==> src/hdl/ex_pkg.sv <==
package ex_pkg;

    //////////////////////////////
    // widths
    //////////////////////////////

    localparam int xlen       = 32;  // data and address width.
    localparam int reg_addr_w = 5;
    localparam int alu_op_w   = 4;
    localparam int br_op_w    = 4;
    localparam int lsu_op_w   = 3;   // opaque to this stage, decoded in mem.
    localparam int dest_w     = 2;

    //////////////////////////////
    // alu operation codes
    //////////////////////////////

    localparam logic [alu_op_w-1:0] alu_add    = 4'd0;
    localparam logic [alu_op_w-1:0] alu_sub    = 4'd1;
    localparam logic [alu_op_w-1:0] alu_and    = 4'd2;
    localparam logic [alu_op_w-1:0] alu_or     = 4'd3;
    localparam logic [alu_op_w-1:0] alu_xor    = 4'd4;
    localparam logic [alu_op_w-1:0] alu_sll    = 4'd5;
    localparam logic [alu_op_w-1:0] alu_srl    = 4'd6;
    localparam logic [alu_op_w-1:0] alu_sra    = 4'd7;
    localparam logic [alu_op_w-1:0] alu_slt    = 4'd8;
    localparam logic [alu_op_w-1:0] alu_sltu   = 4'd9;
    localparam logic [alu_op_w-1:0] alu_pass_b = 4'd10;  // lui result is the immediate.

    //////////////////////////////
    // branch codes
    //////////////////////////////

    localparam logic [br_op_w-1:0] br_none = 4'd0;
    localparam logic [br_op_w-1:0] br_beq  = 4'd1;
    localparam logic [br_op_w-1:0] br_bne  = 4'd2;
    localparam logic [br_op_w-1:0] br_blt  = 4'd3;
    localparam logic [br_op_w-1:0] br_bge  = 4'd4;
    localparam logic [br_op_w-1:0] br_bltu = 4'd5;
    localparam logic [br_op_w-1:0] br_bgeu = 4'd6;
    localparam logic [br_op_w-1:0] br_jal  = 4'd7;
    localparam logic [br_op_w-1:0] br_jalr = 4'd8;

    //////////////////////////////
    // writeback destination
    //////////////////////////////

    localparam logic [dest_w-1:0] dest_alu = 2'd0;
    localparam logic [dest_w-1:0] dest_mem = 2'd1;
    localparam logic [dest_w-1:0] dest_pc4 = 2'd2;  // link address for jal and jalr.

endpackage
==> src/hdl/execute_stage.sv <==
`timescale 1ns/100ps

module execute_stage (
    input  logic                          clk,
    input  logic                          reset_n,

    input  logic [ex_pkg::xlen-1:0]       pc_i,
    input  logic [ex_pkg::xlen-1:0]       rs1_i,
    input  logic [ex_pkg::xlen-1:0]       rs2_i,
    input  logic [ex_pkg::xlen-1:0]       imm_i,
    input  logic [ex_pkg::alu_op_w-1:0]   alu_op_i,
    input  logic                          src_a_pc_i,
    input  logic                          src_b_imm_i,
    input  logic [ex_pkg::br_op_w-1:0]    br_op_i,
    input  logic                          br_pred_i,
    input  logic [ex_pkg::xlen-1:0]       new_pc_pred_i,
    input  logic [ex_pkg::lsu_op_w-1:0]   lsu_op_i,
    input  logic [ex_pkg::dest_w-1:0]     data_dest_i,
    input  logic [ex_pkg::reg_addr_w-1:0] reg_wr_addr_i,
    input  logic                          reg_wr_sig_i,
    input  logic                          mem_wr_sig_i,
    input  logic                          flush_i,

    output logic [ex_pkg::xlen-1:0]       pc_o,
    output logic [ex_pkg::xlen-1:0]       new_pc_o,
    output logic                          br_taken_o,
    output logic [ex_pkg::xlen-1:0]       pc_plus4_o,
    output logic [ex_pkg::xlen-1:0]       alu_result_o,
    output logic [ex_pkg::xlen-1:0]       rs2_o,
    output logic [ex_pkg::dest_w-1:0]     data_dest_o,
    output logic [ex_pkg::lsu_op_w-1:0]   lsu_op_o,
    output logic [ex_pkg::reg_addr_w-1:0] reg_wr_addr_o,
    output logic                          reg_wr_sig_o,
    output logic                          mem_wr_sig_o,
    output logic                          br_pred_o,
    output logic [ex_pkg::xlen-1:0]       new_pc_pred_o,
    output logic                          mispredict_o,
    output logic [ex_pkg::xlen-1:0]       redirect_pc_o
);

    logic [ex_pkg::xlen-1:0] alu_result;
    logic                    br_taken;
    logic [ex_pkg::xlen-1:0] new_pc;
    logic [ex_pkg::xlen-1:0] pc_plus4;

    //////////////////////////////
    // execute
    //////////////////////////////

    alu_unit alu_unit_inst (
        .pc_i         (pc_i),
        .rs1_i        (rs1_i),
        .rs2_i        (rs2_i),
        .imm_i        (imm_i),
        .alu_op_i     (alu_op_i),
        .src_a_pc_i   (src_a_pc_i),
        .src_b_imm_i  (src_b_imm_i),
        .alu_result_o (alu_result)
    );

    branch_unit branch_unit_inst (
        .pc_i       (pc_i),
        .rs1_i      (rs1_i),
        .rs2_i      (rs2_i),
        .imm_i      (imm_i),
        .br_op_i    (br_op_i),
        .br_taken_o (br_taken),
        .new_pc_o   (new_pc),
        .pc_plus4_o (pc_plus4)
    );

    //////////////////////////////
    // ex/mem boundary
    //////////////////////////////

    ex_mem_register ex_mem_register_inst (
        .clk           (clk),
        .reset_n       (reset_n),
        .flush_i       (flush_i),
        .pc_i          (pc_i),
        .new_pc_i      (new_pc),
        .br_taken_i    (br_taken),
        .pc_plus4_i    (pc_plus4),
        .alu_result_i  (alu_result),
        .rs2_i         (rs2_i),
        .data_dest_i   (data_dest_i),
        .lsu_op_i      (lsu_op_i),
        .reg_wr_addr_i (reg_wr_addr_i),
        .reg_wr_sig_i  (reg_wr_sig_i),
        .mem_wr_sig_i  (mem_wr_sig_i),
        .br_pred_i     (br_pred_i),
        .new_pc_pred_i (new_pc_pred_i),
        .pc_o          (pc_o),
        .new_pc_o      (new_pc_o),
        .br_taken_o    (br_taken_o),
        .pc_plus4_o    (pc_plus4_o),
        .alu_result_o  (alu_result_o),
        .rs2_o         (rs2_o),
        .data_dest_o   (data_dest_o),
        .lsu_op_o      (lsu_op_o),
        .reg_wr_addr_o (reg_wr_addr_o),
        .reg_wr_sig_o  (reg_wr_sig_o),
        .mem_wr_sig_o  (mem_wr_sig_o),
        .br_pred_o     (br_pred_o),
        .new_pc_pred_o (new_pc_pred_o)
    );

    // checked from the registered bundle so the redirect leaves on a clean edge.
    mispredict_check mispredict_check_inst (
        .br_taken_i    (br_taken_o),
        .br_pred_i     (br_pred_o),
        .new_pc_i      (new_pc_o),
        .new_pc_pred_i (new_pc_pred_o),
        .pc_plus4_i    (pc_plus4_o),
        .mispredict_o  (mispredict_o),
        .redirect_pc_o (redirect_pc_o)
    );

endmodule

==> src/hdl/mispredict_check.sv <==
`timescale 1ns/100ps

module mispredict_check (
    input  logic                    br_taken_i,
    input  logic                    br_pred_i,
    input  logic [ex_pkg::xlen-1:0] new_pc_i,
    input  logic [ex_pkg::xlen-1:0] new_pc_pred_i,
    input  logic [ex_pkg::xlen-1:0] pc_plus4_i,
    output logic                    mispredict_o,
    output logic [ex_pkg::xlen-1:0] redirect_pc_o
);

    logic dir_miss;
    logic target_miss;

    //////////////////////////////
    // compare with prediction
    //////////////////////////////

    // direction wrong either way.
    assign dir_miss = (br_pred_i != br_taken_i);

    // direction right but the predicted target is stale.
    assign target_miss = br_pred_i && br_taken_i && (new_pc_i != new_pc_pred_i);

    assign mispredict_o = dir_miss || target_miss;

    //////////////////////////////
    // redirect
    //////////////////////////////

    // a wrongly predicted taken branch resumes at the fall-through pc.
    assign redirect_pc_o = br_taken_i ? new_pc_i : pc_plus4_i;

endmodule

==> src/hdl/ex_mem_register.sv <==
`timescale 1ns/100ps

module ex_mem_register (
    input  logic                           clk,
    input  logic                           reset_n,
    input  logic                           flush_i,

    input  logic [ex_pkg::xlen-1:0]        pc_i,
    input  logic [ex_pkg::xlen-1:0]        new_pc_i,
    input  logic                           br_taken_i,
    input  logic [ex_pkg::xlen-1:0]        pc_plus4_i,
    input  logic [ex_pkg::xlen-1:0]        alu_result_i,
    input  logic [ex_pkg::xlen-1:0]        rs2_i,
    input  logic [ex_pkg::dest_w-1:0]      data_dest_i,
    input  logic [ex_pkg::lsu_op_w-1:0]    lsu_op_i,
    input  logic [ex_pkg::reg_addr_w-1:0]  reg_wr_addr_i,
    input  logic                           reg_wr_sig_i,
    input  logic                           mem_wr_sig_i,
    input  logic                           br_pred_i,
    input  logic [ex_pkg::xlen-1:0]        new_pc_pred_i,

    output logic [ex_pkg::xlen-1:0]        pc_o,
    output logic [ex_pkg::xlen-1:0]        new_pc_o,
    output logic                           br_taken_o,
    output logic [ex_pkg::xlen-1:0]        pc_plus4_o,
    output logic [ex_pkg::xlen-1:0]        alu_result_o,
    output logic [ex_pkg::xlen-1:0]        rs2_o,
    output logic [ex_pkg::dest_w-1:0]      data_dest_o,
    output logic [ex_pkg::lsu_op_w-1:0]    lsu_op_o,
    output logic [ex_pkg::reg_addr_w-1:0]  reg_wr_addr_o,
    output logic                           reg_wr_sig_o,
    output logic                           mem_wr_sig_o,
    output logic                           br_pred_o,
    output logic [ex_pkg::xlen-1:0]        new_pc_pred_o
);

    //////////////////////////////
    // pipeline register
    //////////////////////////////

    always_ff @(posedge clk or negedge reset_n) begin
        if (!reset_n) begin
            pc_o          <= '0;
            new_pc_o      <= '0;
            br_taken_o    <= 1'b0;
            pc_plus4_o    <= '0;
            alu_result_o  <= '0;
            rs2_o         <= '0;
            data_dest_o   <= '0;
            lsu_op_o      <= '0;
            reg_wr_addr_o <= '0;
            reg_wr_sig_o  <= 1'b0;
            mem_wr_sig_o  <= 1'b0;
            br_pred_o     <= 1'b0;
            new_pc_pred_o <= '0;
        end else if (flush_i) begin
            // the flushed slot becomes a bubble with no side effects.
            pc_o          <= '0;
            new_pc_o      <= '0;
            br_taken_o    <= 1'b0;
            pc_plus4_o    <= '0;
            alu_result_o  <= '0;
            rs2_o         <= '0;
            data_dest_o   <= '0;
            lsu_op_o      <= '0;
            reg_wr_addr_o <= '0;
            reg_wr_sig_o  <= 1'b0;
            mem_wr_sig_o  <= 1'b0;
            br_pred_o     <= 1'b0;
            new_pc_pred_o <= '0;
        end else begin
            pc_o          <= pc_i;
            new_pc_o      <= new_pc_i;
            br_taken_o    <= br_taken_i;
            pc_plus4_o    <= pc_plus4_i;
            alu_result_o  <= alu_result_i;
            rs2_o         <= rs2_i;            // store data for the mem stage.
            data_dest_o   <= data_dest_i;
            lsu_op_o      <= lsu_op_i;
            reg_wr_addr_o <= reg_wr_addr_i;
            reg_wr_sig_o  <= reg_wr_sig_i;
            mem_wr_sig_o  <= mem_wr_sig_i;
            br_pred_o     <= br_pred_i;
            new_pc_pred_o <= new_pc_pred_i;
        end
    end

    //////////////////////////////
    // checks
    //////////////////////////////

    // a flushed instruction must not write the register file or memory.
    flush_kills_writes: assert property (
        @(posedge clk) disable iff (!reset_n)
        flush_i |=> (!reg_wr_sig_o && !mem_wr_sig_o)
    ) else $error("write enable survived a flush.");

    no_spurious_mem_wr: assert property (
        @(posedge clk) disable iff (!reset_n)
        !mem_wr_sig_i |=> !mem_wr_sig_o
    ) else $error("mem_wr_sig_o raised without a store in ex.");

    no_spurious_reg_wr: assert property (
        @(posedge clk) disable iff (!reset_n)
        !reg_wr_sig_i |=> !reg_wr_sig_o
    ) else $error("reg_wr_sig_o raised without a write in ex.");

endmodule

==> src/hdl/branch_unit.sv <==
`timescale 1ns/100ps

module branch_unit (
    input  logic [ex_pkg::xlen-1:0]    pc_i,
    input  logic [ex_pkg::xlen-1:0]    rs1_i,
    input  logic [ex_pkg::xlen-1:0]    rs2_i,
    input  logic [ex_pkg::xlen-1:0]    imm_i,
    input  logic [ex_pkg::br_op_w-1:0] br_op_i,
    output logic                       br_taken_o,
    output logic [ex_pkg::xlen-1:0]    new_pc_o,
    output logic [ex_pkg::xlen-1:0]    pc_plus4_o
);

    logic                    eq;
    logic                    lt_s;
    logic                    lt_u;
    logic                    taken;
    logic [ex_pkg::xlen-1:0] jalr_sum;

    //////////////////////////////
    // condition
    //////////////////////////////

    assign eq   = (rs1_i == rs2_i);
    assign lt_s = ($signed(rs1_i) < $signed(rs2_i));
    assign lt_u = (rs1_i < rs2_i);

    always_comb begin
        case (br_op_i)
            ex_pkg::br_beq: begin
                taken = eq;
            end
            ex_pkg::br_bne: begin
                taken = !eq;
            end
            ex_pkg::br_blt: begin
                taken = lt_s;
            end
            ex_pkg::br_bge: begin
                taken = !lt_s;
            end
            ex_pkg::br_bltu: begin
                taken = lt_u;
            end
            ex_pkg::br_bgeu: begin
                taken = !lt_u;
            end
            ex_pkg::br_jal, ex_pkg::br_jalr: begin
                taken = 1'b1;                    // jumps are unconditional.
            end
            default: begin
                taken = 1'b0;
            end
        endcase
    end

    assign br_taken_o = taken;

    //////////////////////////////
    // target
    //////////////////////////////

    assign jalr_sum   = rs1_i + imm_i;
    assign new_pc_o   = (br_op_i == ex_pkg::br_jalr) ? {jalr_sum[ex_pkg::xlen-1:1], 1'b0}
                                                     : pc_i + imm_i;
    assign pc_plus4_o = pc_i + 32'd4;            // link value and fall-through pc.

endmodule

==> src/hdl/alu_unit.sv <==
`timescale 1ns/100ps

module alu_unit (
    input  logic [ex_pkg::xlen-1:0]     pc_i,
    input  logic [ex_pkg::xlen-1:0]     rs1_i,
    input  logic [ex_pkg::xlen-1:0]     rs2_i,
    input  logic [ex_pkg::xlen-1:0]     imm_i,
    input  logic [ex_pkg::alu_op_w-1:0] alu_op_i,
    input  logic                        src_a_pc_i,
    input  logic                        src_b_imm_i,
    output logic [ex_pkg::xlen-1:0]     alu_result_o
);

    logic [ex_pkg::xlen-1:0] op_a;
    logic [ex_pkg::xlen-1:0] op_b;
    logic [4:0]              shamt;
    logic                    lt_s;
    logic                    lt_u;

    //////////////////////////////
    // operand select
    //////////////////////////////

    assign op_a  = src_a_pc_i ? pc_i : rs1_i;     // auipc and jal use the pc.
    assign op_b  = src_b_imm_i ? imm_i : rs2_i;
    assign shamt = op_b[4:0];                     // only the low five bits shift.

    assign lt_s = ($signed(op_a) < $signed(op_b));
    assign lt_u = (op_a < op_b);

    //////////////////////////////
    // operation
    //////////////////////////////

    always_comb begin
        case (alu_op_i)
            ex_pkg::alu_add: begin
                alu_result_o = op_a + op_b;
            end
            ex_pkg::alu_sub: begin
                alu_result_o = op_a - op_b;
            end
            ex_pkg::alu_and: begin
                alu_result_o = op_a & op_b;
            end
            ex_pkg::alu_or: begin
                alu_result_o = op_a | op_b;
            end
            ex_pkg::alu_xor: begin
                alu_result_o = op_a ^ op_b;
            end
            ex_pkg::alu_sll: begin
                alu_result_o = op_a << shamt;
            end
            ex_pkg::alu_srl: begin
                alu_result_o = op_a >> shamt;
            end
            ex_pkg::alu_sra: begin
                alu_result_o = $unsigned($signed(op_a) >>> shamt);
            end
            ex_pkg::alu_slt: begin
                alu_result_o = {{(ex_pkg::xlen-1){1'b0}}, lt_s};
            end
            ex_pkg::alu_sltu: begin
                alu_result_o = {{(ex_pkg::xlen-1){1'b0}}, lt_u};
            end
            ex_pkg::alu_pass_b: begin
                alu_result_o = op_b;
            end
            default: begin
                alu_result_o = '0;                // unused codes give zero.
            end
        endcase
    end

endmodule

==> config.mk <==
export PLATFORM = sky130hd
export DESIGN_NAME = execute_stage
export DESIGN_NICKNAME = d
export VERILOG_FILES = /design/src/hdl/ex_pkg.sv /design/src/hdl/execute_stage.sv /design/src/hdl/mispredict_check.sv /design/src/hdl/ex_mem_register.sv /design/src/hdl/branch_unit.sv /design/src/hdl/alu_unit.sv
export SDC_FILE = /design/constraint.sdc
export NUM_CORES = 1
export LEC_CHECK = 0
export BUFFER_PORTS_ARGS = -buffer_cell sky130_fd_sc_hd__buf_4
export CAP_MARGIN = 20
export CORE_UTILIZATION = 50
export DETAILED_ROUTE_END_ITERATION = 10
export GPL_TIMING_DRIVEN = 0
export HOLD_SLACK_MARGIN = 0.05
export PLACE_DENSITY = 0.86
export SLEW_MARGIN = 10
export SYNTH_ARGS = -nofsm -noshare
export SYNTH_HDL_FRONTEND = slang
export SYNTH_SLANG_ARGS = --single-unit
export TNS_END_PERCENT = 100
==> constraint.sdc <==
create_clock -name clk -period 2.2 [get_ports clk]
set_input_delay 0.22 -clock clk [delete_from_list [all_inputs] [get_ports clk]]
set_output_delay 0.22 -clock clk [all_outputs]
set_load 0.05 [all_outputs]
==> flow_summary.json, run 1 <==
{
  "outcome": "did not finish",
  "stop_stage": "5_1_grt",
  "toolErrorMsg": "[ERROR GRT-0232] Routing congestion too high. Check the congestion heatmap in the GUI.",
  "synthCells": 2614,
  "syn-cell-area_mm2": 0.0207,
  "die_h_um": 206,
  "die_w_um": 206,
  "start_util_pct": 50.8,
  "yosysUniqueCellTypes": 96,
  "synthArstFlopShare_pct": 100,
  "synth_warnings": 0,
  "rows": 74,
  "hpwl_um": 86500,
  "synth_nets": 3003,
  "synth-edff-count": 0,
  "grt_overflow": 605,
  "netlist.area_leader.share_pct": 24.6,
  "synth_area_leaders": "dfrtp_1, ha_1, a21oi_1",
  "cts_root_buf": "clkbuf_16",
  "ys_seq_elements": 204,
  "cts_max_level": 1,
  "cts_sinks": 204,
  "cts_made_buffers": 24,
  "gp_congestion": 1.12,
  "synth.avg_cell_area_um2": 7.94,
  "io_buffers": 418,
  "ios": 425,
  "ys.flop_type": "dfrtp_1",
  "cts_max_path_buffers": 3,
  "synth_area_leader_cell": "dfrtp_1",
  "grt_use_total_pct": 90.5,
  "grt_max_degree": 115,
  "yosysSeqAreaShare_pct": 24.6
}
-- synthesized netlist by cell type, drive strengths merged (9+ instances only) --
library cell and n:
nor2 265, a21oi 239, nand2 231, dfrtp 204, ha 199, o21ai 166
inv 150, mux2i 115, nor2b 90, clkbuf 83, xor2 76, buf 69
nand3 65, a21o 59, xnor2 49, o211ai 46, a31oi 45, nor3 45
mux2 43, a211oi 38, nand2b 23, o22ai 22, nand4 20, nor4 19
a221oi 18, and3 18, o21bai 17, a221o 15, a22oi 15, o21a 14
o2111ai 12, o221ai 12, o31ai 11, or2 11, and2 10, or3 10
a22o 9
-- routing by layer --
layer  GRT overflow  GRT usage (%)
met1             52           87.8
met2            302            101
met3             55           83.2
met4            195           92.8
met5              1           64.4
-- cell families after synthesis --
| group | count (synthesis) | synth area share [%] |
|---|---|---|
| multiplexers | 159 | 8.39 |
| XOR/XNOR | 125 | 5.28 |
| buffers and inverters | 303 | 6.02 |
| AO/OA/AOI/OAI | 794 | 24.8 |
| adder cells (fa/ha/maj) | 203 | 12.4 |
| flip-flops | 204 | 24.6 |
| AND/OR/NAND/NOR | 826 | 18.5 |
-- metrics by stage --
step | instance area [um^2] | std cells | utilization (%) | setup slack [ns] | TNS, ns
floorplan | 21400 | 2614 | - | -1.03 | -22.05
global placement | 25200 | 3564 | 61.7 | -2.79 | -182.90
detailed placement | 25300 | 3569 | 61.9 | -2.65 | -86.29
CTS | 29700 | 3827 | 72.7 | -0.951 | -17.62
-- timing repair --
item                       in CTS
gates cloned                    0
gates resized for setup       372
hold endpoints to repair      216
setup endpoints to repair      73
hold buffers                  115
pin swaps                      94
buffers inserted              106
==> run 2, diff against run 1 <==
--- a/config.mk
+++ b/config.mk
@@ -7,11 +7,10 @@
 export LEC_CHECK = 0
 export BUFFER_PORTS_ARGS = -buffer_cell sky130_fd_sc_hd__buf_4
 export CAP_MARGIN = 20
-export CORE_UTILIZATION = 50
+export CORE_UTILIZATION = 35
 export DETAILED_ROUTE_END_ITERATION = 10
 export GPL_TIMING_DRIVEN = 0
-export HOLD_SLACK_MARGIN = 0.05
-export PLACE_DENSITY = 0.86
+export PLACE_DENSITY_LB_ADDON = 0.15
 export SLEW_MARGIN = 10
 export SYNTH_ARGS = -nofsm -noshare
 export SYNTH_HDL_FRONTEND = slang
==> flow_summary.json, run 2 <==
{
  "outcome": "finished, violations left",
  "violations": "negative setup slack",
  "core_mm2": 0.0581,
  "critPathLaunchType": "primary input",
  "setup_slack_ns": -1.05,
  "wl_um": 122000,
  "vias_per_cell": 5.98,
  "place_ws_ns": -3.02,
  "cts_tree": "done",
  "detail_route.iter0.violations": 2038,
  "ys_seq_elements": 204,
  "fin_crit_ns": 3.25,
  "p_sw_uw": 8270,
  "synth_area_leader_cell": "dfrtp_1",
  "drc": 0,
  "tightest_slew_ns": 1.22,
  "slowest_delay_ns": 0.39,
  "synth_warnings": 0,
  "cts_sinks": 204,
  "ant_nets": 0,
  "synthArstFlopShare_pct": 100,
  "die_w_um": 245,
  "crit_path_end_kind": "flip-flop",
  "hpwl_um": 95500,
  "grt_max_degree": 108,
  "slowest_stage": "o31ai_4",
  "yosysUniqueCellTypes": 96,
  "stdcell_count": 4134,
  "gp_congestion": 1.07,
  "area_growth_pct": 52.3,
  "vias": 24700,
  "rows": 88,
  "final_common_cell": "buf_4",
  "path_cells": "buf_12, mux2i_4, buf_12, buf_8, clkbuf_16, ha_4, nand2b_4, a221oi_4, o221ai_2, o21a_4, a21oi_4, nor2_4, o31ai_4, nor3b_4, o211ai_1, a31oi_4",
  "arrival_ns": 3.72,
  "synthCells": 2614,
  "grt_overflow": 0,
  "finalMaxSlewViolations": 0,
  "final_cell_mix": "buf_4, nor2_1, nand2_1, dfrtp_1, a21oi_1",
  "io_buffers": 418,
  "netlist.area_leader.share_pct": 24.6,
  "fmax_mhz": 308,
  "cts_made_buffers": 25,
  "power_frac_seq_pct": 22.9,
  "dr.pass1.iters": 6,
  "dieArea_mm2": 0.0603,
  "crit_path_max_fanout": 10,
  "rsz0062_at_grt": "yes",
  "grt_use_total_pct": 38.9,
  "yosysSeqAreaShare_pct": 24.6,
  "first_global_vias": 24500,
  "fin_crit_sh_pct": 148,
  "intPower_uw": 10300,
  "power.share.combinational_pct": 53.2,
  "wl_per_cell_um": 29.4,
  "sw_frac_of_total_pct": 44.6,
  "p_per_area_mw_per_mm2": 587,
  "setup_viol": 35,
  "ys.flop_type": "dfrtp_1",
  "synth_nets": 3003,
  "start_util_pct": 35.7,
  "cpMostUsedCell": "buf_12",
  "synth-edff-count": 0,
  "synth.avg_cell_area_um2": 7.94,
  "synth_most_common_cell": "nor2_1",
  "maxCapViolCount": 0,
  "ios": 425,
  "layout.nets": 3738,
  "grt_pass1_wl_um": 170000,
  "layout-drive-gt1-share_pct": 34.9,
  "vdd_ir_drop_max_mv": 0.546,
  "leakage_uw": 0.0143,
  "dp.cells": 3802,
  "cts_max_path_buffers": 3,
  "relSlewSlack_pct": 18.6,
  "clockPowerShare_pct": 23.9,
  "cts_max_level": 1,
  "synth_area_leaders": "dfrtp_1, ha_1, a21oi_1",
  "antenna_found_initial": 8,
  "synthTopCellsByCount": "nor2_1, a21oi_1, nand2_1, dfrtp_1, ha_1",
  "cp_data_required_time_ns": 2.67,
  "die_h_um": 245,
  "clkTransAtPathRegs_ns": 0.06,
  "hold_violations": 0,
  "syn-cell-area_mm2": 0.0207,
  "hold_path.class": "primary input to flip-flop",
  "critPathKind": "primary input to flip-flop",
  "cts_root_buf": "clkbuf_16"
}
run 2: cell counts after synthesis:
Identical to the previous run, type by type.
run 2: per-layer routing:
layer	track usage, %	part of all wire, %	wire, um
met3	5.94	7.1	8580
met4	28.5	8.6	10500
met2	67.8	48	58600
met5	0	0.039	48
met1	42.8	36	44000
run 2: final timing paths:
| check | start | to | cells past startpoint |
|---|---|---|---|
| max | src_b_imm_i | ex_mem_register_inst.alu_result_o[26] | 16 |
| min | pc_i[6] | ex_mem_register_inst.pc_plus4_o[6] | 3 |
| max in group asynchronous | reset_n | ex_mem_register_inst.alu_result_o[31] | 3 |
| min in group asynchronous | reset_n | ex_mem_register_inst.data_dest_o[0] | 2 |
run 2: timing repair:
item                       CTS  global route
gates resized for setup    389           191
setup endpoints to repair   76            57
hold buffers               108             1
setup buffers              127            64
pin swaps                   90           120
hold endpoints to repair   228             1
run 2: power groups by stage:
stage / clock network [uW] / registers [uW] / logic [uW]
after floorplan: 0 / 5170 / 4050
after global placement: 0 / 4290 / 7820
after detailed placement: 0 / 4300 / 7850
after CTS: 4500 / 4240 / 9080
after global routing: 4650 / 4260 / 10300
final: 4440 / 4240 / 9880
run 2: stage by stage:
step	utilization [%]	total power, uW	setup TNS [ns]	area, um^2	hold slack [ns]
2_1_floorplan	-	9230	-22.05	21400	-0.0756
3_3_place_gp	43.8	12100	-221.29	25500	0.439
3_5_place_dp	44.0	12100	-105.19	25600	0.310
4_1_cts	52.1	17800	-21.09	30300	0.00722
5_1_grt	54.3	19200	-24.63	31600	0.0123
6_report	54.3	18600	-23.42	31600	0.0156
run 2: worst max-delay path, delay by kind of cell:
kind	cells	cell delay (ns)
compound gates	7	1.82
fa+ha+maj	1	0.22
buf+inv	4	0.60
mux	1	0.34
simple gates	3	0.51
run 2: final cells by class:
class,count,area (um^2)
flip-flops and latches,204,5110
clock buffers,31,688
plain buffers,144,1140
well taps,765,957
clock inverters,13,160
diodes,3,7.51
repair buffers,716,5880
multi-input cells,2107,17000
fillers,5368,26500
inverters,151,598
run 2: logic make-up after synthesis:
kind of cell / synth area share (%)
compound gates: 24.8
xor+xnor: 5.28
fa+ha+maj: 12.4
buf+inv: 6.02
flops: 24.6
mux: 8.39
simple gates: 18.5
Note: power is estimated with default switching activity, not from simulation.
==> run 3, diff against run 2 <==
--- a/config.mk
+++ b/config.mk
@@ -7,7 +7,7 @@
 export LEC_CHECK = 0
 export BUFFER_PORTS_ARGS = -buffer_cell sky130_fd_sc_hd__buf_4
 export CAP_MARGIN = 20
-export CORE_UTILIZATION = 35
+export CORE_UTILIZATION = 50
 export DETAILED_ROUTE_END_ITERATION = 10
 export GPL_TIMING_DRIVEN = 0
 export PLACE_DENSITY_LB_ADDON = 0.15
==> flow_summary.json, run 3 <==
{
  "cts_sinks": 204,
  "stop_stage": "5_1_grt",
  "synth_most_common_cell": "nor2_1",
  "die_w_um": 206,
  "grt_pass1_wl_um": 242000,
  "synth-edff-count": 0,
  "cts_max_level": 1,
  "yosysUniqueCellTypes": 96,
  "synth_area_leaders": "dfrtp_1, ha_1, a21oi_1",
  "hpwl_um": 87300,
  "first_global_vias": 32900,
  "netlist.area_leader.share_pct": 24.6,
  "ios": 425,
  "toolErrorMsg": "[ERROR GRT-0116] Global routing finished with congestion. Check the congestion regions in the DRC Viewer.",
  "synth_area_leader_cell": "dfrtp_1",
  "cts_root_buf": "clkbuf_16",
  "io_buffers": 418,
  "rows": 74,
  "grt_use_total_pct": 78.8,
  "synthArstFlopShare_pct": 100,
  "synthTopCellsByCount": "nor2_1, a21oi_1, nand2_1, dfrtp_1, ha_1",
  "synth_warnings": 0,
  "cts_max_path_buffers": 3,
  "yosysSeqAreaShare_pct": 24.6,
  "ys.flop_type": "dfrtp_1",
  "synth.avg_cell_area_um2": 7.94,
  "ys_seq_elements": 204,
  "grt_overflow": 203,
  "start_util_pct": 50.8,
  "cts_made_buffers": 23,
  "synthCells": 2614,
  "die_h_um": 206,
  "syn-cell-area_mm2": 0.0207,
  "synth_nets": 3003,
  "grt_max_degree": 120,
  "place_ws_ns": -2.47,
  "gp_congestion": 1.21,
  "dp.cells": 3566,
  "outcome": "did not finish"
}
## run 3: cell counts after synthesis
No cell type changed its count.
## run 3: per-layer routing
layer  track usage [%]  overflow
met1              77.7         4
met2              93.4        98
met3              65.6        16
met4              80.1        84
met5              41.8         1
## run 3: repair_timing
item	4_1_cts
hold endpoints to repair	164
hold buffers	80
pin swaps	135
cloned	1
buffers inserted	128
resized for setup	424
endpoints found under the setup margin	87
## run 3: per-stage QoR
step | hold WS, ns | TNS, ns | instance area [um^2]
global placement | 0.439 | -176.67 | 25200
detailed placement | 0.281 | -88.70 | 25200
CTS | 0.000261 | -19.19 | 29800
floorplan | -0.0756 | -22.05 | 21400
## run 3: logic make-up after synthesis
| family | synth area share, % |
|---|---|
| buf+inv | 6.02 |
| simple gates | 18.5 |
| mux | 8.39 |
| flops | 24.6 |
| fa+ha+maj | 12.4 |
| compound gates | 24.8 |
| xor+xnor | 5.28 |
